==> src/hdl/pmmu_params.svh <==
`ifndef PMMU_PARAMS_SVH
`define PMMU_PARAMS_SVH

// ---------------------------------------------------------------------------
// Memory geometry
// ---------------------------------------------------------------------------

`define PMMU_WORDS      10      // log2 of depth, 2^10 = 1K words
`define PMMU_DATA_WIDTH 32      // Bits per memory word

// ---------------------------------------------------------------------------
// Access size codes, funct3[1:0] of LB/LH/LW and SB/SH/SW
// ---------------------------------------------------------------------------

`define PMMU_SIZE_BYTE  2'd0
`define PMMU_SIZE_HALF  2'd1
`define PMMU_SIZE_WORD  2'd2

`endif

==> src/hdl/mem_types_pkg.sv <==
`include "pmmu_params.svh"

// Width types shared by the memory side of the core
package mem_types_pkg;

    // Data word as held in the array
    typedef logic [`PMMU_DATA_WIDTH-1:0] word_t;

    // Full byte address from the ALU or PC
    typedef logic [31:0] byte_addr_t;

    // Word index into the array
    // Byte address with the two lane bits dropped
    typedef logic [`PMMU_WORDS-1:0] word_addr_t;

    // One enable per byte lane
    typedef logic [`PMMU_DATA_WIDTH/8-1:0] byte_en_t;

endpackage

==> src/hdl/lsu_ops_pkg.sv <==
// Load/store access description, as produced by the lane decoder
package lsu_ops_pkg;

    import mem_types_pkg::*;

    // Byte, halfword or word
    typedef logic [1:0] mem_size_t;

    // ---------------------------------------------------------------------------
    // Decoded access, shared by the load and store paths
    // ---------------------------------------------------------------------------
    typedef struct packed {
        mem_size_t  size;           // Normalized size code
        logic       is_unsigned;    // funct3[2], LBU/LHU
        logic [1:0] lane;           // Byte offset in word
        byte_en_t   byte_en;        // Lanes touched, zero if misaligned
        logic       misaligned;     // Half on odd lane or word off lane 0
    } mem_access_t;

endpackage

==> src/hdl/load_align.sv <==
`timescale 1ns/1ns
`default_nettype none

`include "pmmu_params.svh"

module load_align
    import mem_types_pkg::*;
    import lsu_ops_pkg::*;
(
    input  mem_access_t access_i,
    input  word_t       mem_word_i,     // Word straight from the array
    output word_t       load_data_o     // Extended load value
);

    logic [7:0]  byte_val;
    logic [15:0] half_val;
    logic        sign_bit;

    // Byte lane mux
    always_comb begin
        case (access_i.lane)
            2'd0:    byte_val = mem_word_i[7:0];
            2'd1:    byte_val = mem_word_i[15:8];
            2'd2:    byte_val = mem_word_i[23:16];
            default: byte_val = mem_word_i[31:24];
        endcase
    end

    // Halfword lane, upper half when lane bit 1 is set
    assign half_val = access_i.lane[1] ? mem_word_i[31:16] : mem_word_i[15:0];

    // ---------------------------------------------------------------------------
    // Sign or zero extension
    // ---------------------------------------------------------------------------
    always_comb begin
        sign_bit    = 1'b0;         // Zero fill unless signed
        load_data_o = mem_word_i;   // Word passes through
        case (access_i.size)
            `PMMU_SIZE_BYTE: begin
                sign_bit    = ~access_i.is_unsigned & byte_val[7];
                load_data_o = {{(`PMMU_DATA_WIDTH-8){sign_bit}}, byte_val};     // LB/LBU
            end
            `PMMU_SIZE_HALF: begin
                sign_bit    = ~access_i.is_unsigned & half_val[15];
                load_data_o = {{(`PMMU_DATA_WIDTH-16){sign_bit}}, half_val};    // LH/LHU
            end
            default: begin
                load_data_o = mem_word_i;
            end
        endcase
    end

endmodule

`default_nettype wire

==> config.mk <==
export PLATFORM = sky130hd
export DESIGN_NAME = load_align
export DESIGN_NICKNAME = d
export VERILOG_FILES = /design/src/hdl/mem_types_pkg.sv /design/src/hdl/lsu_ops_pkg.sv /design/src/hdl/load_align.sv
export VERILOG_INCLUDE_DIRS = /design/src /design/src/hdl
export SDC_FILE = /design/constraint.sdc
export NUM_CORES = 1
export LEC_CHECK = 0
export BUFFER_PORTS_ARGS = -buffer_cell sky130_fd_sc_hd__buf_2
export CORE_ASPECT_RATIO = 0.7
export CORE_MARGIN = 1
export CORE_UTILIZATION = 43
export DETAILED_ROUTE_END_ITERATION = 12
export PLACE_DENSITY = 0.88
export REMOVE_ABC_BUFFERS = 1
export SETUP_SLACK_MARGIN = 0.05
export SLEW_MARGIN = 0
export SYNTH_ARGS = -nofsm -noshare
export SYNTH_HDL_FRONTEND = slang
export SYNTH_SLANG_ARGS = --single-unit
==> constraint.sdc <==
create_clock -name vclk -period 3.2
set_clock_uncertainty 0.15 [all_clocks]
set_input_delay 0.48 -clock vclk [all_inputs]
set_output_delay 0.48 -clock vclk [all_outputs]
set_load 0.05 [all_outputs]
==> impl_metrics.py <==
metrics = {
    "floorplan": {
        "floorplan.initialDensity": 0.4561,
        "core.rowCount": 13,
        "design.portCount": 74,
        "die_outline_area_sq_um": 2151,
        "die_width_um": 55.01,
        "placeableCoreArea_sq_um": 1854,
        "die_h_um": 39.11,
    },
    "power_and_ir_drop": {
        "design_power_total_uw": 304.8,
        "power_density_nw_per_um2": 259.1,
        "ir_drop_worst_case_vdd_mv": 0.1614,
        "power_leakage_uw": 0.0006071,
    },
    "place": {
        "detailedPlace.worstSlack_ns": 0.5325,
        "io_buffer_count": 69,
        "globalplace.congestion": 0.7475,
        "detailed_place_hpwl_um": 2126,
    },
    "synth": {
        "post_synth_inst_count": 115,
        "syn_area_sq_um": 845.8,
        "synth.lib_cells_used.distinct": 20,
        "synth-seq-area-share": 0,
        "postSynthAreaPerCell_sq_um": 7.355,
        "synth.yosys.warnings": 0,
    },
    "sta": {
        "worst_slew_margin_rel": 0.4931,
        "finalCritPeriodShare": 0.8343,
        "rsz0062_at_grt": "no",
        "pins_over_their_slew_limit": 0,
        "worst_slack_ns": 0.5302,
        "worst_slew_pin_slew_ns": 0.7603,
        "max_clock_freq_mhz": 374.6,
        "hold_violations": 0,
        "fin_tns_setup_ns": 0,
        "post-route-min-period_ns": 2.670,
        "report.final.setup_viol": 0,
    },
    "critical_path": {
        "ordered_list_of_cells_on_the_worst_path": "buf_2 -> or2_1 -> or3_1 -> o211ai_1 -> buf_2",
        "endpoint_kind": "primary output",
        "crit_path_start": "access_i[9]",
        "worst-endpoint-arrival_ns": 2.04,
        "startpoint_type": "input port",
        "timing.critical_path.mode_cell": "sky130_fd_sc_hd__buf_2",
        "crit_end": "load_data_o[18]",
        "crit_path_max_fanout": 16,
        "crit_type": "input port to primary output",
        "critPathSlowestCell": "sky130_fd_sc_hd__or3_1",
        "required_ns": 2.57,
        "highest_cell_delay_on_the_worst_timing_path_ns": 0.68,
    },
    "cts": {
        "number_of_buffers_added_to_fix_hold_violations_after_cts": 0,
        "cts_setup_buffers": 0,
        "cts-resized-gates": 0,
    },
    "global_route": {
        "antenna_found_initial": 0,
        "grt_usage": 0.2662,
        "grt_first_pass_wirelength_um": 4236,
        "grt.overflow.total": 0,
        "vias_in_the_first_global_route": 957,
        "maximum_number_of_pins_on_one_net_before_global_route_repair": 26,
    },
    "routing": {
        "drcViolationCount": 0,
        "drt-total-wl_um": 2847,
        "detail_route.wl_per_cell_um": 14.45,
        "antenna_violating_nets_post_route": 0,
        "drt_iter0_markers": 52,
        "first_pass_iters": 4,
        "vias": 1159,
        "per_cell_via_count_in_the_routed_design": 5.883,
    },
    "layout": {
        "n_clock_buffer": 0,
        "seq_area_sq_um": 0,
        "num-nets-final": 219,
        "synthToLayoutAreaGrowth_pct": 39.05,
        "final_layout_size_suffix_gt1_frac": 0.5143,
        "layout_fillers": 183,
        "flops_and_latches": 0,
        "num_antenna_cells": 0,
    },
    "status": {
        "run_status": "finished, final reports clean",
    },
    "worst_hold_path": {
        "hold_wc_path_type": "input port to primary output",
    },
    "run": {
        "maxCapViolations": 0,
    },
}
power by group:
group	switching (uW)	leakage, uW	internal (uW)
clock network	0	0	0
logic	215	0.000607	89.5
registers	0	0	0
total	215	0.000607	89.5
stage by stage:
step,area (sq um),hold WS [ns],cells,utilization
detailed placement,1176,1.257,197,0.6343
global placement,1176,1.247,197,0.6343
floorplan,750.7,1.070,99,-
finish,1176,1.251,197,0.6343
global route,1176,1.270,197,0.6343
CTS,1176,1.257,197,0.6343
area by class of cell:
cell class	count	area (sq um)	share of cell area
well taps	22	27.53	0.02340
inverters	2	7.507	0.006383
multi-input cells	97	743.2	0.6319
repair buffers	76	397.9	0.3383
critical path: cells and delay by family:
kind,cells,cell delay [ns]
AND/OR/NAND/NOR,2,0.91
buffers and inverters,2,0.40
AO/OA/AOI/OAI,1,0.23
placed cells by master, fill, tap and decap left out:
cell type | synthesis | layout
sky130_fd_sc_hd__a32oi_2 | 1 | 1
sky130_fd_sc_hd__o21ba_2 | 1 | 1
sky130_fd_sc_hd__or3_1 | 1 | 1
sky130_fd_sc_hd__a22oi_1 | 9 | 9
sky130_fd_sc_hd__mux2i_1 | 15 | 15
sky130_fd_sc_hd__mux2_2 | 2 | 2
sky130_fd_sc_hd__o22a_1 | 7 | 7
sky130_fd_sc_hd__clkinv_1 | 1 | 1
sky130_fd_sc_hd__buf_4 | 2 | 7
sky130_fd_sc_hd__nor3_1 | 1 | 1
sky130_fd_sc_hd__nor2b_1 | 9 | 9
sky130_fd_sc_hd__inv_1 | 1 | 1
sky130_fd_sc_hd__buf_2 | 4 | 69
sky130_fd_sc_hd__or2_1 | 1 | 1
sky130_fd_sc_hd__o221ai_1 | 8 | 8
sky130_fd_sc_hd__o211ai_2 | 10 | 10
sky130_fd_sc_hd__nand2_1 | 25 | 25
sky130_fd_sc_hd__o211ai_1 | 7 | 7
cell usage after synthesis (all sizes together):
cell type   n  area share
o22a        7       0.072
inv         1      0.0044
a22oi       9       0.080
or2         1      0.0074
mux2        2       0.027
nor3        1      0.0059
mux2i      15        0.18
a32oi       1       0.019
nor2b       9       0.067
o21ba       1       0.012
buf         9       0.081
nand2      25        0.11
o221ai      8       0.083
clkbuf      7       0.031
or3         1      0.0074
o211ai     17        0.21
clkinv      1      0.0044
metal layers:
metal / vias up / track usage / part of all wire
met4: 0 / 0.03750 / 0
met3: 0 / 0.01569 / 0.085
li1: 563 / - / -
met2: 60 / 0.4669 / 0.47
met1: 536 / 0.3604 / 0.44
met5: - / 0 / 0
kinds of logic after synthesis:
logic type,share of synthesized area
compound gates,0.4763
simple gates,0.1982
buf+inv,0.1213
mux,0.2041
worst min-delay path by stage:
stage | cells past startpoint | slack (ns) | startpoint | endpoint
2_1_floorplan | 2 | 1.07 | access_i[9] | load_data_o[21]
3_3_place_gp | 4 | 1.25 | mem_word_i[17] | load_data_o[17]
3_5_place_dp | 4 | 1.26 | mem_word_i[17] | load_data_o[17]
4_1_cts | 4 | 1.26 | mem_word_i[17] | load_data_o[17]
5_1_grt | 4 | 1.27 | mem_word_i[17] | load_data_o[17]
6_report | 4 | 1.25 | mem_word_i[17] | load_data_o[17]
(Power assumes the default switching activity.)
