===== src/hdl/pmmu_params.svh =====
`ifndef PMMU_PARAMS_SVH
`define PMMU_PARAMS_SVH

// ---------------------------------------------------------------------------
// Memory geometry
// ---------------------------------------------------------------------------

`define PMMU_WORDS      10      // log2 of depth, 2^10 = 1K words
`define PMMU_DATA_WIDTH 32      // Bits per memory word

// ---------------------------------------------------------------------------
// Access size codes, funct3[1:0] of LB/LH/LW and SB/SH/SW
// ---------------------------------------------------------------------------

`define PMMU_SIZE_BYTE  2'd0
`define PMMU_SIZE_HALF  2'd1
`define PMMU_SIZE_WORD  2'd2

`endif


===== src/hdl/mem_types_pkg.sv =====
`include "pmmu_params.svh"

// Width types shared by the memory side of the core
package mem_types_pkg;

    // Data word as held in the array
    typedef logic [`PMMU_DATA_WIDTH-1:0] word_t;

    // Full byte address from the ALU or PC
    typedef logic [31:0] byte_addr_t;

    // Word index into the array
    // Byte address with the two lane bits dropped
    typedef logic [`PMMU_WORDS-1:0] word_addr_t;

    // One enable per byte lane
    typedef logic [`PMMU_DATA_WIDTH/8-1:0] byte_en_t;

endpackage


===== src/hdl/lsu_ops_pkg.sv =====
// Load/store access description, as produced by the lane decoder
package lsu_ops_pkg;

    import mem_types_pkg::*;

    // Byte, halfword or word
    typedef logic [1:0] mem_size_t;

    // ---------------------------------------------------------------------------
    // Decoded access, shared by the load and store paths
    // ---------------------------------------------------------------------------
    typedef struct packed {
        mem_size_t  size;           // Normalized size code
        logic       is_unsigned;    // funct3[2], LBU/LHU
        logic [1:0] lane;           // Byte offset in word
        byte_en_t   byte_en;        // Lanes touched, zero if misaligned
        logic       misaligned;     // Half on odd lane or word off lane 0
    } mem_access_t;

endpackage


===== src/hdl/lane_decode.sv =====
`timescale 1ns/1ns
`default_nettype none

`include "pmmu_params.svh"

module lane_decode
    import mem_types_pkg::*;
    import lsu_ops_pkg::*;
(
    input  logic [2:0]  funct3_i,   // ir[14:12] of the load/store
    input  logic [1:0]  lane_i,     // Byte address bits [1:0]
    output mem_access_t access_o
);

    mem_size_t size;
    logic      misaligned;
    byte_en_t  byte_en;

    // Size classification
    always_comb begin
        case (funct3_i[1:0])
            `PMMU_SIZE_BYTE: size = `PMMU_SIZE_BYTE;
            `PMMU_SIZE_HALF: size = `PMMU_SIZE_HALF;
            // 2'b11 has no RV32 meaning, so it is handled as a word
            default:         size = `PMMU_SIZE_WORD;
        endcase
    end

    // ---------------------------------------------------------------------------
    // Alignment check, the only place it is judged
    // ---------------------------------------------------------------------------
    always_comb begin
        case (size)
            `PMMU_SIZE_BYTE: misaligned = 1'b0;        // Any lane is fine
            `PMMU_SIZE_HALF: misaligned = lane_i[0];   // Must sit on lane 0 or 2
            default:         misaligned = |lane_i;     // Word only on lane 0
        endcase
    end

    // Lane enables
    always_comb begin
        case (size)
            `PMMU_SIZE_BYTE: byte_en = 4'b0001 << lane_i;
            `PMMU_SIZE_HALF: byte_en = 4'b0011 << lane_i;   // lane and lane+1
            default:         byte_en = '1;
        endcase
        if (misaligned) begin
            byte_en = '0;       // Nothing lands on a bad access
        end
    end

    assign access_o = '{
        size:        size,
        is_unsigned: funct3_i[2],
        lane:        lane_i,
        byte_en:     byte_en,
        misaligned:  misaligned
    };

endmodule

`default_nettype wire


===== config.mk =====
export PLATFORM = sky130hd
export DESIGN_NAME = lane_decode
export DESIGN_NICKNAME = d
export VERILOG_FILES = /design/src/hdl/mem_types_pkg.sv /design/src/hdl/lsu_ops_pkg.sv /design/src/hdl/lane_decode.sv
export VERILOG_INCLUDE_DIRS = /design/src /design/src/hdl
export SDC_FILE = /design/constraint.sdc
export NUM_CORES = 1
export LEC_CHECK = 0
export BUFFER_PORTS_ARGS = -buffer_cell sky130_fd_sc_hd__clkbuf_2
export CORE_AREA = 5 5 42 44
export DETAILED_ROUTE_END_ITERATION = 7
export DIE_AREA = 0 0 47 49
export GPL_TIMING_DRIVEN = 1
export PLACE_DENSITY = 0.3
export RECOVER_POWER = 50
export SYNTH_ARGS = -nofsm -noshare
export SYNTH_HDL_FRONTEND = slang
export SYNTH_SLANG_ARGS = --single-unit

===== constraint.sdc =====
create_clock -name vclk -period 1.4
set_input_delay 0.28 -clock vclk [all_inputs]
set_output_delay 0.28 -clock vclk [all_outputs]
set_load 0.01 [all_outputs]

==> metrics.md, run 1 <==
| Metric | Value |
|---|---|
| Post-Syn Area per Cell | `6.326 sq um` |
| Leakage | `between 0.07 and 0.08 nW` |
| Setup CP Type | `primary input to output pin` |
| RSZ-0062 raised after global routing | `no` |
| CP cell instances | `clkbuf_2, nor2_2, a22o_1, clkbuf_2` |
| Core area | `1401 sq um` |
| Synth Instances | `18` |
| Hold_buf cts | `0` |
| Area delta synth->final | `38.46%` |
| Yosys cell types | `12` |
| Setup TNS | `0 ns` |
| Yosys warnings | `0` |
| Tot GR Track Use | `around 2.9%` |
| Syn nets | `23` |
| Pre-antenna DRT Iters | `3` |
| Multi-input logic area | `between 70 and 80 sq um` |
| Row cnt | `14` |
| Design Power | `56.55 uW` |
| DR iter-0 viols | `7` |
| Worst Path Buf+Inv | `2` |
| Fmax | `between 800 and 900 MHz` |
| Min Clock Period, post-route | `around 1.2 ns` |
| Post-synthesis sequential area ratio | `0%` |
| Critical path launch point type | `primary input` |
| Die Span X | `between 40 and 50 um` |
| FF+latch count | `0` |
| Ratio of cells with drive above 1 in the final layout | `48.00%` |
| Via density | `roughly 3.2` |
| WL final | `roughly 360 um` |
| Worst Setup End Kind | `output pin` |
| First-pass GRT wire length | `about 540 um` |
| Initial antenna violation count | `0` |
| GP Congestion | `~0.6` |
| Max-cap violation count | `0` |
| Critical path fanouts, max | `7` |
| Most frequent cell after synthesis | `buf_4` |
| Setup repair bufs after CTS | `0` |
| Max IR drop VDD | `around 0.090 mV` |
| Die height | `49 um` |
| Vias post-DR | `approximately 130` |
| Gates resized, CTS repair | `0` |
| Fin nets | `32` |
| Post-synth top cells | `buf_4, nor2_1, nor2b_1, nor3_1` |
| Slowest CP cell | `nor2_2` |
| Largest stage delay, worst path | `~0.20 ns` |
| Period utilization | `about 87%` |
| Initial core utilization | `a little over 8%` |
| Req. time, crit path | `about 1.1 ns` |
| Pin count of the biggest net entering global routing | `9` |
| Diodes inserted | `0` |
| Global route total overflow | `0` |
| Clock buf count | `0` |
| Critical Path Most Common Cell | `clkbuf_2` |
| Crit path max-delay family | `buffers and inverters` |
| FF/Latch Area | `0 sq um` |
| Area leader, netlist | `buf_4` |
| DR WL/cell | `8.683 um` |
| Status | `finished, final reports clean` |
| Vias in the first global route | `between 100 and 150` |
| Area share of the largest cell type after synthesis | `26.37%` |
| Final setup vio count | `0` |
| Worst slew margin | `between 80% and 90%` |
| Max-slew violation count | `0` |
| Final hold vios | `0` |
| # DRC | `0` |
| Total of fill cells in the finished design | `~170` |
| Power per cell area | `around 360 nW/um^2` |
| Post-route ant nets | `0` |
| Die ar. | `about 2300 sq um` |
| Crit path DAT | `just over 0.9 ns` |
| Buffers on Ports | `13` |
| Ports | `15` |
| Post-synthesis cell area | `~110 sq um` |
| Dominant cells by area after synthesis | `buf_4, nor2b_1, nor3_1, a22o_1, xnor2_1` |
| Hold Crit Class | `primary input to output pin` |
| Pin slew with the least headroom to its limit | `0.1686 ns` |
## final cells by class
type	count	area share [%]
timing repair buffer	13	39.68
multi-input combinational	12	47.62
tap	16	12.70
## logic make-up (layout without fill, tap and decap cells)
family,Yosys count,in the layout,share of synthesized area (%)
AND/OR/NAND/NOR,7,7,31.87
buffers and inverters,6,13,34.06
XOR/XNOR,2,2,15.39
AO/OA/AOI/OAI,3,3,18.68
## cells in the final DEF, fill, tap and decap left out, drive strengths merged
master  instances
o21a            1
xor2            1
a21oi           1
nor2            3
nor3            2
nor2b           2
xnor2           1
a22o            1
clkbuf         13
## power breakdown
part	switching, mW	internal (mW)
logic	0.0328	0.0237
registers	0	0
clock network	0	0
total	0.0328	0.0237
## stage by stage
| stage | setup WS (ns) | instances | instance area (sq um) | utilization, % | hold slack, ns |
|---|---|---|---|---|---|
| 6_report | 0.1854 | 41 | 157.7 | 11.25 | 0.5601 |
| 5_1_grt | 0.09579 | 41 | 157.7 | 11.25 | 0.5600 |
| 4_1_cts | 0.1966 | 41 | 160.2 | 11.43 | 0.5601 |
| 3_5_place_dp | 0.2000 | 41 | 160.2 | 11.43 | 0.5601 |
| 3_3_place_gp | 0.1935 | 41 | 160.2 | 11.43 | 0.5601 |
| 2_1_floorplan | 0.2748 | 18 | 113.9 | - | 0.5941 |
## path summary, 6_finish.rpt
| check | startpoint | depth (start not counted) | endpoint | slack (ns) |
|---|---|---|---|---|
| max | lane_i[0] | 4 | access_o[4] | 0.19 |
| min | funct3_i[2] | 0 | access_o[7] | 0.56 |
## layer usage
metal	wire length, um	track usage (%)	vias to the layer above
li1	-	-	69
met1	228	5.870	47
met2	59	3.167	15
met3	68	0	0
met4	0	0	0
met5	0	0	-
No activity file was read; power rests on OpenSTA's default activity.
==> inputs of run 2 (changes only) <==
Settings changed: CORE_AREA 5 5 42 44 to 2 2 39 41, DIE_AREA 0 0 47 49 to 0 0 41 43, PLACE_DENSITY 0.3 to unset.
==> run 2 against run 1 <==
  * Worst hold slack about the same
  * Core utilization grew 0.14 points
  * Routed wire length decreased by 20%
  * Sequential share of layout area is the same
  * Sequential cell count did not move
  * Largest cell class unchanged
  * Largest power group unchanged
==> metrics.md, run 2 (synthesis gave the netlist of run 1 again) <==
| Metric | Value |
|---|---|
| Diodes inserted | `0` |
| RSZ-0062 raised after global routing | `no` |
| Gr busiest metal | `met2` |
| DR iter-0 viols | `0` |
| Max IR drop VDD | `between 0.04 and 0.05 mV` |
| Req. time, crit path | `1.12 ns` |
| Routing usage on met1 | `under 10%` |
| FF/Latch Area | `0 sq um` |
| Design Power | `about 55 uW` |
| Vias in the first global route | `~110` |
| Fmax | `~850 MHz` |
| Pre-antenna DRT Iters | `1` |
| Critical path fanouts, max | `8` |
| Setup TNS | `0 ns` |
| Row cnt | `14` |
| Hold Crit Class | `primary input to output pin` |
| Fin nets | `32` |
| Tot GR Track Use | `2.797%` |
| Initial core utilization | `roughly 8.2%` |
| Commonest non-fill, non-tap cell in the layout | `clkbuf_2` |
| Final hold vios | `0` |
| Leakage | `approximately 0.075 nW` |
| Met3 GRT Util | `0%` |
| HPWL Detailed | `247.7 um` |
| Max-slew violation count | `0` |
| Core area | `1384 sq um` |
| Area delta synth->final | `38.46%` |
| Global route total overflow | `0` |
| Grt met2 use | `5.938%` |
| Min Clock Period, post-route | `~1.2 ns` |
| Clock buf count | `0` |
| Worst slew margin | `~90%` |
| Crit path DAT | `0.90 ns` |
| Final setup vio count | `0` |
| Post-route worst setup slack | `roughly 0.22 ns` |
| Worst Setup End Kind | `output pin` |
| Critical path launch point type | `primary input` |
| First-pass GRT wire length | `roughly 370 um` |
| Pin slew with the least headroom to its limit | `approximately 0.16 ns` |
| Worst hold stages | `0` |
| Die Span X | `between 40 and 50 um` |
| Ratio of cells with drive above 1 in the final layout | `48.00%` |
| Die ar. | `approximately 1800 sq um` |
| Setup repair bufs after CTS | `0` |
| DP Worst Slack | `a little under 0.2 ns` |
| Power per cell area | `346.1 nW/um^2` |
| Initial antenna violation count | `0` |
| Hold_buf cts | `0` |
| Status | `finished, final reports clean` |
| Ports | `15` |
| Gates resized, CTS repair | `0` |
| Buffers on Ports | `13` |
| Post-route ant nets | `0` |
| # DRC | `0` |
| Period utilization | `84.22%` |
| Vias post-DR | `roughly 130` |
| Setup CP Type | `primary input to output pin` |
| FF+latch count | `0` |
| Max-cap violation count | `0` |
| Die height | `roughly 43 um` |
| Commonest non-fill, non-tap cells in the layout | `clkbuf_2, nor2b_1, nor2_1, nor3_1, clkbuf_1` |
| Hold_ws | `0.5600 ns` |
| DR WL/cell | `6.976 um` |
| GP Congestion | `~0.42` |
| Via density | `roughly 3.2` |
| WL final | `286 um` |
| Core Util, Final | `between 10% and 20%` |
| Pin count of the biggest net entering global routing | `9` |
-- run 2: cell counts in the layout (fill, tap and decap cells not counted) --
Identical to the previous run, type by type.
-- run 2: metrics by stage --
| stage | cells | cell area [sq um] |
|---|---|---|
| 4_1_cts | 41 | 160.2 |
| 3_5_place_dp | 41 | 160.2 |
| 6_report | 41 | 157.7 |
| 5_1_grt | 41 | 157.7 |
| 2_1_floorplan | 18 | 113.9 |
| 3_3_place_gp | 41 | 160.2 |
-- run 2: critical path: stages --
cell and delay, ns:
clkbuf_2 0.15, o21a_1 0.18, nor3_1 0.13, clkbuf_2 0.16
-- run 2: area by class of cell --
class	instances	area (sq um)
tap	16	20.02
timing repair buffer	13	62.56
multi-input combinational	12	75.07
fill	160	1226
-- run 2: path summary, 6_finish.rpt --
| kind | start | endpoint | slack, ns |
|---|---|---|---|
| setup / recovery | funct3_i[1] | access_o[2] | 0.22 |
| hold / removal | funct3_i[2] | access_o[7] | 0.56 |
-- run 2: power breakdown --
group          switching, mW  internal, mW
sequential                 0             0
combinational         0.0308        0.0237
clock                      0             0
total                 0.0308        0.0237
-- run 2: per-layer routing --
layer / vias to the layer above / share of wire [%]
li1: 71 / -
met1: 50 / 41
met2: 11 / 43
met3: 0 / 16
met4: 0 / 0
met5: - / 0
