**config.mk**
```make
export PLATFORM = sky130hd
export DESIGN_NAME = store_merge
export DESIGN_NICKNAME = d
export VERILOG_FILES = /design/src/hdl/mem_types_pkg.sv /design/src/hdl/lsu_ops_pkg.sv /design/src/hdl/store_merge.sv
export VERILOG_INCLUDE_DIRS = /design/src /design/src/hdl
export SDC_FILE = /design/constraint.sdc
export NUM_CORES = 1
export LEC_CHECK = 0
export BUFFER_PORTS_ARGS = -buffer_cell sky130_fd_sc_hd__buf_2
export CORE_MARGIN = 3
export CORE_UTILIZATION = 32
export DETAILED_ROUTE_END_ITERATION = 16
export PLACE_DENSITY = 0.95
export SLEW_MARGIN = 20
export SYNTH_ARGS = -nofsm -noshare
export SYNTH_HDL_FRONTEND = slang
export SYNTH_SLANG_ARGS = --single-unit
```
**constraint.sdc**
```tcl
create_clock -name vclk -period 1.1
set_input_delay 0.055 -clock vclk [all_inputs]
set_output_delay 0.055 -clock vclk [all_outputs]
set_load 0.005 [all_outputs]
```
**src/hdl/pmmu_params.svh**
```systemverilog
`ifndef PMMU_PARAMS_SVH
`define PMMU_PARAMS_SVH

// ---------------------------------------------------------------------------
// Memory geometry
// ---------------------------------------------------------------------------

`define PMMU_WORDS      10      // log2 of depth, 2^10 = 1K words
`define PMMU_DATA_WIDTH 32      // Bits per memory word

// ---------------------------------------------------------------------------
// Access size codes, funct3[1:0] of LB/LH/LW and SB/SH/SW
// ---------------------------------------------------------------------------

`define PMMU_SIZE_BYTE  2'd0
`define PMMU_SIZE_HALF  2'd1
`define PMMU_SIZE_WORD  2'd2

`endif

```
**src/hdl/mem_types_pkg.sv**
```systemverilog
`include "pmmu_params.svh"

// Width types shared by the memory side of the core
package mem_types_pkg;

    // Data word as held in the array
    typedef logic [`PMMU_DATA_WIDTH-1:0] word_t;

    // Full byte address from the ALU or PC
    typedef logic [31:0] byte_addr_t;

    // Word index into the array
    // Byte address with the two lane bits dropped
    typedef logic [`PMMU_WORDS-1:0] word_addr_t;

    // One enable per byte lane
    typedef logic [`PMMU_DATA_WIDTH/8-1:0] byte_en_t;

endpackage

```
**src/hdl/lsu_ops_pkg.sv**
```systemverilog
// Load/store access description, as produced by the lane decoder
package lsu_ops_pkg;

    import mem_types_pkg::*;

    // Byte, halfword or word
    typedef logic [1:0] mem_size_t;

    // ---------------------------------------------------------------------------
    // Decoded access, shared by the load and store paths
    // ---------------------------------------------------------------------------
    typedef struct packed {
        mem_size_t  size;           // Normalized size code
        logic       is_unsigned;    // funct3[2], LBU/LHU
        logic [1:0] lane;           // Byte offset in word
        byte_en_t   byte_en;        // Lanes touched, zero if misaligned
        logic       misaligned;     // Half on odd lane or word off lane 0
    } mem_access_t;

endpackage

```
**src/hdl/store_merge.sv**
```systemverilog
`timescale 1ns/1ns
`default_nettype none

`include "pmmu_params.svh"

module store_merge
    import mem_types_pkg::*;
    import lsu_ops_pkg::*;
(
    input  mem_access_t access_i,
    input  word_t       wd_i,           // Register rs2 value
    output word_t       store_word_o    // Lane-placed write word
);

    // ---------------------------------------------------------------------------
    // Replicate the low byte or halfword across the word
    // ---------------------------------------------------------------------------
    // Every lane the access can name holds the store data
    // The byte enables pick which lanes land in the array
    always_comb begin
        case (access_i.size)
            `PMMU_SIZE_BYTE: store_word_o = {4{wd_i[7:0]}};
            `PMMU_SIZE_HALF: store_word_o = {2{wd_i[15:0]}};
            default:         store_word_o = wd_i;
        endcase
    end

endmodule

`default_nettype wire

```
==> results of run 1 <==
-- per-layer routing --
layer | track usage, % | part of all wire, % | vias up
met4 | 0 | 0 | 0
met1 | 14.6 | 33 | 262
met2 | 30.5 | 54 | 42
met3 | 1.22 | 12 | 0
met5 | 0 | 0 | -
li1 | - | - | 299
-- report_power, final --
| group | internal, mW | total (mW) | switching (mW) | leakage, nW |
|---|---|---|---|---|
| Clock | 0 | 0 | 0 | 0 |
| Combinational | 0.191 | 0.317 | 0.126 | 0.456 |
| Sequential | 0 | 0 | 0 | 0 |
| Total | 0.191 | 0.317 | 0.126 | 0.456 |
-- cell families after synthesis --
logic type	after synthesis	share of synthesized area [%]
compound gates	8	8.63
simple gates	9	10.8
buf+inv	12	21.3
mux	24	59.3
-- Yosys cell counts --
cell | n | share of area, %
buf_4 | 8 | 13
mux2_2 | 12 | 29
o21ai_0 | 8 | 8.6
buf_6 | 3 | 7.3
nand2_1 | 8 | 6.5
nor2_8 | 1 | 4.3
mux2_4 | 4 | 13
buf_2 | 1 | 1.1
mux2i_1 | 8 | 17
-- worst min-delay path by stage --
stage / endpoint / slack [ps] / depth (start not counted)
finish: store_word_o[0] / 320 / 2
global route: store_word_o[2] / 340 / 2
CTS: store_word_o[1] / 320 / 2
detailed placement: store_word_o[1] / 320 / 2
global placement: store_word_o[1] / 310 / 2
floorplan: store_word_o[0] / 190 / 1
-- per-stage QoR --
step                      hold slack [ps]  utilization [%]  setup WS [ps]  total power, mW  area [µm²]
final                                 318             58.3           58.3            0.317         777
after global routing                  335             58.3           2.73            0.348         777
after CTS                             321             58.1           10.9            0.322         774
after detailed placement              321             58.1           13.2            0.321         774
after global placement                312             58.1           35.0            0.309         774
after floorplan                       191                -            368            0.168         464
-- timing repair --
item / in CTS / in global routing
endpoints found under the setup margin: 0 / 9
gates resized for setup: 0 / 1
endpoints found under the hold margin: 0 / 0
-- final cells by class --
class	count	area (µm²)	share of cell area (%)
repair buffers	69	393	50.6
multi-input cells	41	365	47.0
well taps	15	18.8	2.42
==> impl_metrics.csv, run 1 <==
group,metric,value,unit
min_path,hold_path_class,"input pin to output port",
finish,fin_nets,154,
sta,finalCritPeriodShare,94.7,%
critical_path,cp-startpoint,"access_i[9]",
status,status,"completed",
global_routing,track_usage,14.0,%
global_routing,grt_pass1_vias,530,
sta,worst-slew-pin-transition,257,ps
critical_path,cp_max_fo,16,
sta,period_minus_slack,1040,ps
synthesis,ys_seq_area_share,0,%
drt,drt_first_pass_iters,4,
finish,area_delta_synth_final,67.4,%
finish,drive_gt1_share,78.2,%
placement,dp.cells,125,
clock_network,post_cts.repair.setup_buffers,0,
finish,seq_area,0,µm²
pwr,pwr_density_cell,408,nW/µm²
drt,vias_per_cell,4.82,
critical_path,start_kind,"input pin",
sta,slew_headroom,82.9,%
floorplan,core_region_area,1330,µm²
floorplan,die_y,44.1,µm
synthesis,ys_types,9,
critical_path,cp_num_cells,4,
finish,clkbuf_count,0,
synthesis,syn-num-nets,95,
drt,drt_iter0_markers,6,
sta,rsz0062_at_grt,"no",
global_routing,overflow,0,
placement,io_buffers,66,
synthesis,synth_area,464,µm²
floorplan,dieWidth,44.1,µm
critical_path,endpoint_kind,"output port",
drt,ant_nets,0,
finish,final_common_cell,"buf_2",
min_path,hp-start,"wd_i[0]",
critical_path,slowest_stage,"mux2_2",
drt,wl,1450,µm
critical_path,cpLargestDelayFamily,"buffers and inverters",
critical_path,arrival,990,ps
critical_path,critPathKind,"input pin to output port",
drt,vias,603,
global_routing,antenna_found_initial,0,
drt,wl_per_cell,11.6,µm
pwr,vdd_ir_drop_max,0.176,mV
clock_network,ctsHoldBuffers,0,
global_routing,grt_pass1_wl,2150,µm
synthesis,synth_area_per_cell,8.76,µm²
critical_path,critPathMaxStageDelay,360,ps
placement,dp_hpwl,1290,µm
finish,final_cell_mix,"buf_2, mux2_2, mux2i_1, nand2_1, o21ai_0",
critical_path,crit_end,"store_word_o[13]",
critical_path,crit_required,1040,ps
synthesis,yosysWarningCount,0,
finish,nFlopsAndLatches,0,
global_routing,grt_max_degree,17,
finish,antenna_cells,0,
finish,instances_no_fill,125,
finish,nFillCells,143,
synthesis,syn-instance-count,53,
floorplan,io_pins,74,
floorplan,start_util,34.8,%
drt,drc,0,
placement,gp_congestion,0.627,
sta,setup_violations,0,
job,drv_cap,0,
critical_path,crit_buf_inv,2,
critical_path,worstPathCellList,"clkbuf_4, nor2_8, mux2_2, buf_2",
sta,finalHoldViolations,0,
pwr,power.leakage,0.456,nW
sta,drv_slew,0,
sta,max_freq,960,MHz
floorplan,die_area,1940,µm²
floorplan,num_rows,13,
sta,fin_tns_setup,0,ps
(Power assumes the default switching activity.)
==> run 2: changes to the inputs <==
- ABC_AREA: default -> 1
- CORE_UTILIZATION: 32 -> 31
==> run 2 against run 1 <==
- fmax is 10% higher
- non-clock buffer count is 1 lower
- via count grew 24%
- critical path type unchanged
- highest routed layer unchanged
- largest power group unchanged
- clock-buffer cell count unchanged
- die area decreased by 3.0%
==> impl_metrics.csv, run 2 <==
group,metric,value,unit
synthesis,ys_types,10,
synthesis,synth_area_per_cell,4.99,µm²
critical_path,worstPathCellList,"buf_2, inv_4, nand3_1, nand3_1, buf_2",
global_routing,grt_pass1_wl,2640,µm
sta,finalCritPeriodShare,85.8,%
synthesis,ys_seq_area_share,0,%
synthesis,syn-instance-count,87,
min_path,hp-start,"wd_i[6]",
global_routing,overflow,0,
critical_path,critPathKind,"input pin to output port",
finish,antenna_cells,0,
finish,multiInputGateArea,322,µm²
critical_path,cpLargestDelayFamily,"buffers and inverters",
critical_path,cp_max_fo,22,
finish,fin_nets,186,
finish,nFlopsAndLatches,0,
critical_path,slowest_stage,"buf_2",
finish,nFillCells,134,
pwr,pwr_density_cell,411,nW/µm²
finish,seq_area,0,µm²
job,drv_cap,0,
clock_network,cts_resized,0,
critical_path,critPathMaxStageDelay,350,ps
critical_path,endpoint_kind,"output port",
drt,drc,0,
floorplan,core_region_area,1200,µm²
placement,dp_slack,154,ps
drt,vias_per_cell,4.79,
critical_path,crit_buf_inv,3,
drt,drt_iter0_markers,3,
finish,drive_gt1_share,50.7,%
drt,vias,748,
sta,fin_tns_setup,0,ps
finish,clkbuf_count,0,
pwr,vdd_ir_drop_max,0.259,mV
finish,area_delta_synth_final,59.1,%
status,status,"completed",
global_routing,grt_max_degree,23,
sta,finalHoldViolations,0,
critical_path,cp_num_cells,5,
sta,slew_headroom,72.1,%
floorplan,die_y,43.4,µm
finish,final_cell_mix,"buf_2, nand2_1, nand3_1, o21ai_0",
sta,period_minus_slack,943,ps
sta,setup_violations,0,
finish,final_common_cell,"buf_2",
synthesis,synth_area,434,µm²
floorplan,io_pins,74,
sta,rsz0062_at_grt,"no",
critical_path,start_kind,"input pin",
drt,wl_per_cell,10.0,µm
placement,dp_hpwl,1310,µm
synthesis,yosysMostFrequentCell,"nand2_1",
critical_path,crit_end,"store_word_o[27]",
synthesis,syn-num-nets,129,
clock_network,ctsHoldBuffers,0,
placement,dp.cells,156,
finish,instances_no_fill,156,
critical_path,cp-startpoint,"access_i[9]",
placement,io_buffers,66,
global_routing,track_usage,16.6,%
pwr,power.leakage,0.466,nW
global_routing,antenna_found_initial,0,
floorplan,num_rows,12,
floorplan,die_area,1890,µm²
synthesis,synthTopCellsByArea,"nand2_1, nand3_1, buf_4",
placement,gp_congestion,0.693,
global_routing,grt_pass1_vias,653,
critical_path,crit_required,1040,ps
synthesis,yosys-top-cells-count,"nand2_1, nand3_1, buf_4",
drt,ant_nets,0,
sta,max_freq,1060,MHz
critical_path,arrival,890,ps
synthesis,netlist.area_leader.share,41.5,%
sta,drv_slew,0,
floorplan,start_util,36.1,%
drt,wl,1570,µm
synthesis,yosysWarningCount,0,
floorplan,dieWidth,43.4,µm
synthesis,synth_top_area_cell,"nand2_1",
drt,drt_first_pass_iters,3,
sta,worst_slack,157,ps
clock_network,post_cts.repair.setup_buffers,0,
sta,worst-slew-pin-transition,419,ps
min_path,hold_path_class,"input pin to output port",
==> run 2: changes by cell type after synthesis, sizes merged <==
cell and change:
nand3 +16, buf +1, mux2i -8, nand2 +40, inv +1, mux2 -16
==> run 2: routing by layer <==
metal / up-vias / track usage (%) / share of wire [%]
met3: 0 / 0.830 / 11
met5: - / 0 / 0
met2: 42 / 32.4 / 50
met4: 0 / 0 / 0
li1: 385 / - / -
met1: 321 / 20.7 / 39
==> run 2: final cells by class <==
cell class	instances	area share (%)
Inverter	1	0.906
Timing Repair Buffer	68	50.0
Tap cell	14	2.54
Multi-Input combinational cell	73	46.6
==> run 2: logic make-up after synthesis <==
group / count (synthesis) / synth area share, %
compound gates: 8 / 9.22
buf+inv: 14 / 25.9
simple gates: 65 / 64.8
==> run 2: stage by stage <==
| stage | power (mW) | util [%] | cell area [µm²] | hold slack, ps |
|---|---|---|---|---|
| 6_report | 0.284 | 57.5 | 691 | 307 |
| 5_1_grt | 0.323 | 57.5 | 691 | 315 |
| 4_1_cts | 0.289 | 57.5 | 691 | 309 |
| 3_5_place_dp | 0.287 | 57.5 | 691 | 307 |
| 3_3_place_gp | 0.279 | 57.5 | 691 | 306 |
| 2_1_floorplan | 0.150 | - | 434 | 191 |
==> run 2: worst min path at each step <==
stage | end | depth (start not counted)
3_5_place_dp | store_word_o[1] | 2
2_1_floorplan | store_word_o[0] | 1
4_1_cts | store_word_o[1] | 2
3_3_place_gp | store_word_o[1] | 2
5_1_grt | store_word_o[6] | 2
6_report | store_word_o[6] | 2
==> run 2: where the power goes <==
group	total (mW)	internal, mW	switching, mW
Combinational	0.284	0.141	0.143
Sequential	0	0	0
Clock	0	0	0
Total	0.284	0.141	0.143
==> run 3: changes to the inputs <==
--- a/config.mk
+++ b/config.mk
@@ -12,5 +12,5 @@
 export CORE_UTILIZATION = 31
 export DETAILED_ROUTE_END_ITERATION = 16
-export PLACE_DENSITY = 0.95
+export PLACE_DENSITY = 0.9
 export SLEW_MARGIN = 20
 export SYNTH_ARGS = -nofsm -noshare
==> constraint.sdc (replaced) <==
create_clock -name vclk -period 1.1
set_input_delay 0.165 -clock vclk [all_inputs]
set_output_delay 0.165 -clock vclk [all_outputs]
set_load 0.005 [all_outputs]
==> run 3 against run 2 <==
- total power is 3.4% higher
- via count increased by 0.13%
- combinational power is 4% higher
- sequential cell count did not move
- largest cell class unchanged
==> impl_metrics.csv, run 3 (same netlist as run 2, synthesis figures left out) <==
group,metric,value,unit
floorplan,core_region_area,1200,µm²
drt,drt_iter0_markers,8,
sta,drv_slew,0,
finish,multiInputGateArea,322,µm²
global_routing,overflow,0,
placement,dp_slack,70.8,ps
finish,final_common_cell,"buf_2",
pwr,vdd_ir_drop_max,0.182,mV
placement,dp_hpwl,1350,µm
finish,drive_gt1_share,51.0,%
sta,holdWs,525,ps
global_routing,grt_max_degree,17,
sta,worst-slew-pin-transition,212,ps
critical_path,cp_max_fo,9,
pwr,pwr_density_cell,413,nW/µm²
sta,worst_slack,74.5,ps
global_routing,antenna_found_initial,0,
global_routing,top_usage_layer,"met2",
critical_path,crit_end,"store_word_o[8]",
sta,period_minus_slack,1030,ps
critical_path,cpLargestDelayFamily,"buffers and inverters",
clock_network,post_cts.repair.setup_buffers,0,
finish,final_cell_mix,"buf_2, nand2_1, nand3_1, o21ai_0, o21ai_1",
job,drv_cap,0,
floorplan,start_util,36.1,%
critical_path,start_kind,"input pin",
global_routing,grt_pass1_vias,616,
critical_path,arrival,860,ps
critical_path,cp_common_cell,"buf_2",
global_routing,grt_pass1_wl,2440,µm
floorplan,die_y,43.4,µm
min_path,hold_path_class,"input pin to output port",
critical_path,crit_required,940,ps
finish,fin_nets,187,
placement,gp_congestion,0.723,
drt,vias,749,
critical_path,cp_num_cells,5,
drt,wl_per_cell,10.1,µm
status,status,"completed",
finish,nFlopsAndLatches,0,
floorplan,num_rows,12,
critical_path,slowest_stage,"buf_4",
global_routing,track_usage,15.1,%
drt,drc,0,
drt,vias_per_cell,4.77,
floorplan,io_pins,74,
critical_path,cp-startpoint,"access_i[9]",
sta,finalHoldViolations,0,
floorplan,die_area,1890,µm²
sta,setup_violations,0,
finish,utilization,59.2,%
global_routing,use_met2,30.1,%
finish,nFillCells,127,
finish,clkbuf_count,0,
floorplan,dieWidth,43.4,µm
finish,area_delta_synth_final,63.7,%
finish,antenna_cells,0,
placement,io_buffers,66,
sta,finalCritPeriodShare,93.2,%
drt,drt_first_pass_iters,4,
drt,wl,1580,µm
sta,max_freq,975,MHz
critical_path,critPathKind,"input pin to output port",
drt,ant_nets,0,
critical_path,critPathMaxStageDelay,180,ps
critical_path,crit_buf_inv,3,
finish,seq_area,0,µm²
global_routing,grtUsageMet1,17.3,%
critical_path,worstPathCellList,"buf_2, buf_4, o21ai_0, nand2_1, buf_2",
sta,slew_headroom,85.9,%
sta,rsz0062_at_grt,"yes",
pwr,power.leakage,0.475,nW
global_routing,grtUsageMet3,2.49,%
critical_path,endpoint_kind,"output port",
run 3: timing repair:
item,4_1_cts,5_1_grt
endpoints found under the hold margin,0,0
hold buffers,0,0
endpoints found under the setup margin,0,2
resized for setup,0,1
run 3: worst min path at each step:
stage / cells after the start / from / slack, ps / endpoint
after CTS: 2 / wd_i[4] / 530 / store_word_o[4]
after global placement: 2 / wd_i[1] / 530 / store_word_o[1]
after global routing: 2 / wd_i[0] / 540 / store_word_o[0]
final: 2 / wd_i[4] / 530 / store_word_o[4]
after floorplan: 1 / wd_i[0] / 410 / store_word_o[0]
after detailed placement: 2 / wd_i[4] / 530 / store_word_o[4]
run 3: where the power goes:
group          total (mW)  switching (mW)  internal [mW]
logic               0.294           0.145          0.149
registers               0               0              0
clock network           0               0              0
run 3: metrics by stage:
| stage | area (µm²) | power [mW] | setup TNS (ps) | std cells |
|---|---|---|---|---|
| floorplan | 434 | 0.150 | 0 | 87 |
| global placement | 711 | 0.288 | 0 | 157 |
| detailed placement | 711 | 0.296 | 0 | 157 |
| CTS | 711 | 0.297 | 0 | 157 |
| global route | 711 | 0.329 | -0.0137 | 157 |
| finish | 711 | 0.294 | 0 | 157 |
run 3: layer usage:
metal / wire, µm / share of wire, % / up-vias
li1: - / - / 388
met2: 732 / 46 / 49
met1: 631 / 40 / 312
met3: 215 / 14 / 0
met4: 0 / 0 / 0
met5: 0 / 0 / -
run 3: final cells by class:
class	count	area share, %
repair buffers	69	51.4
inverters	1	0.880
well taps	14	2.46
multi-input cells	73	45.2
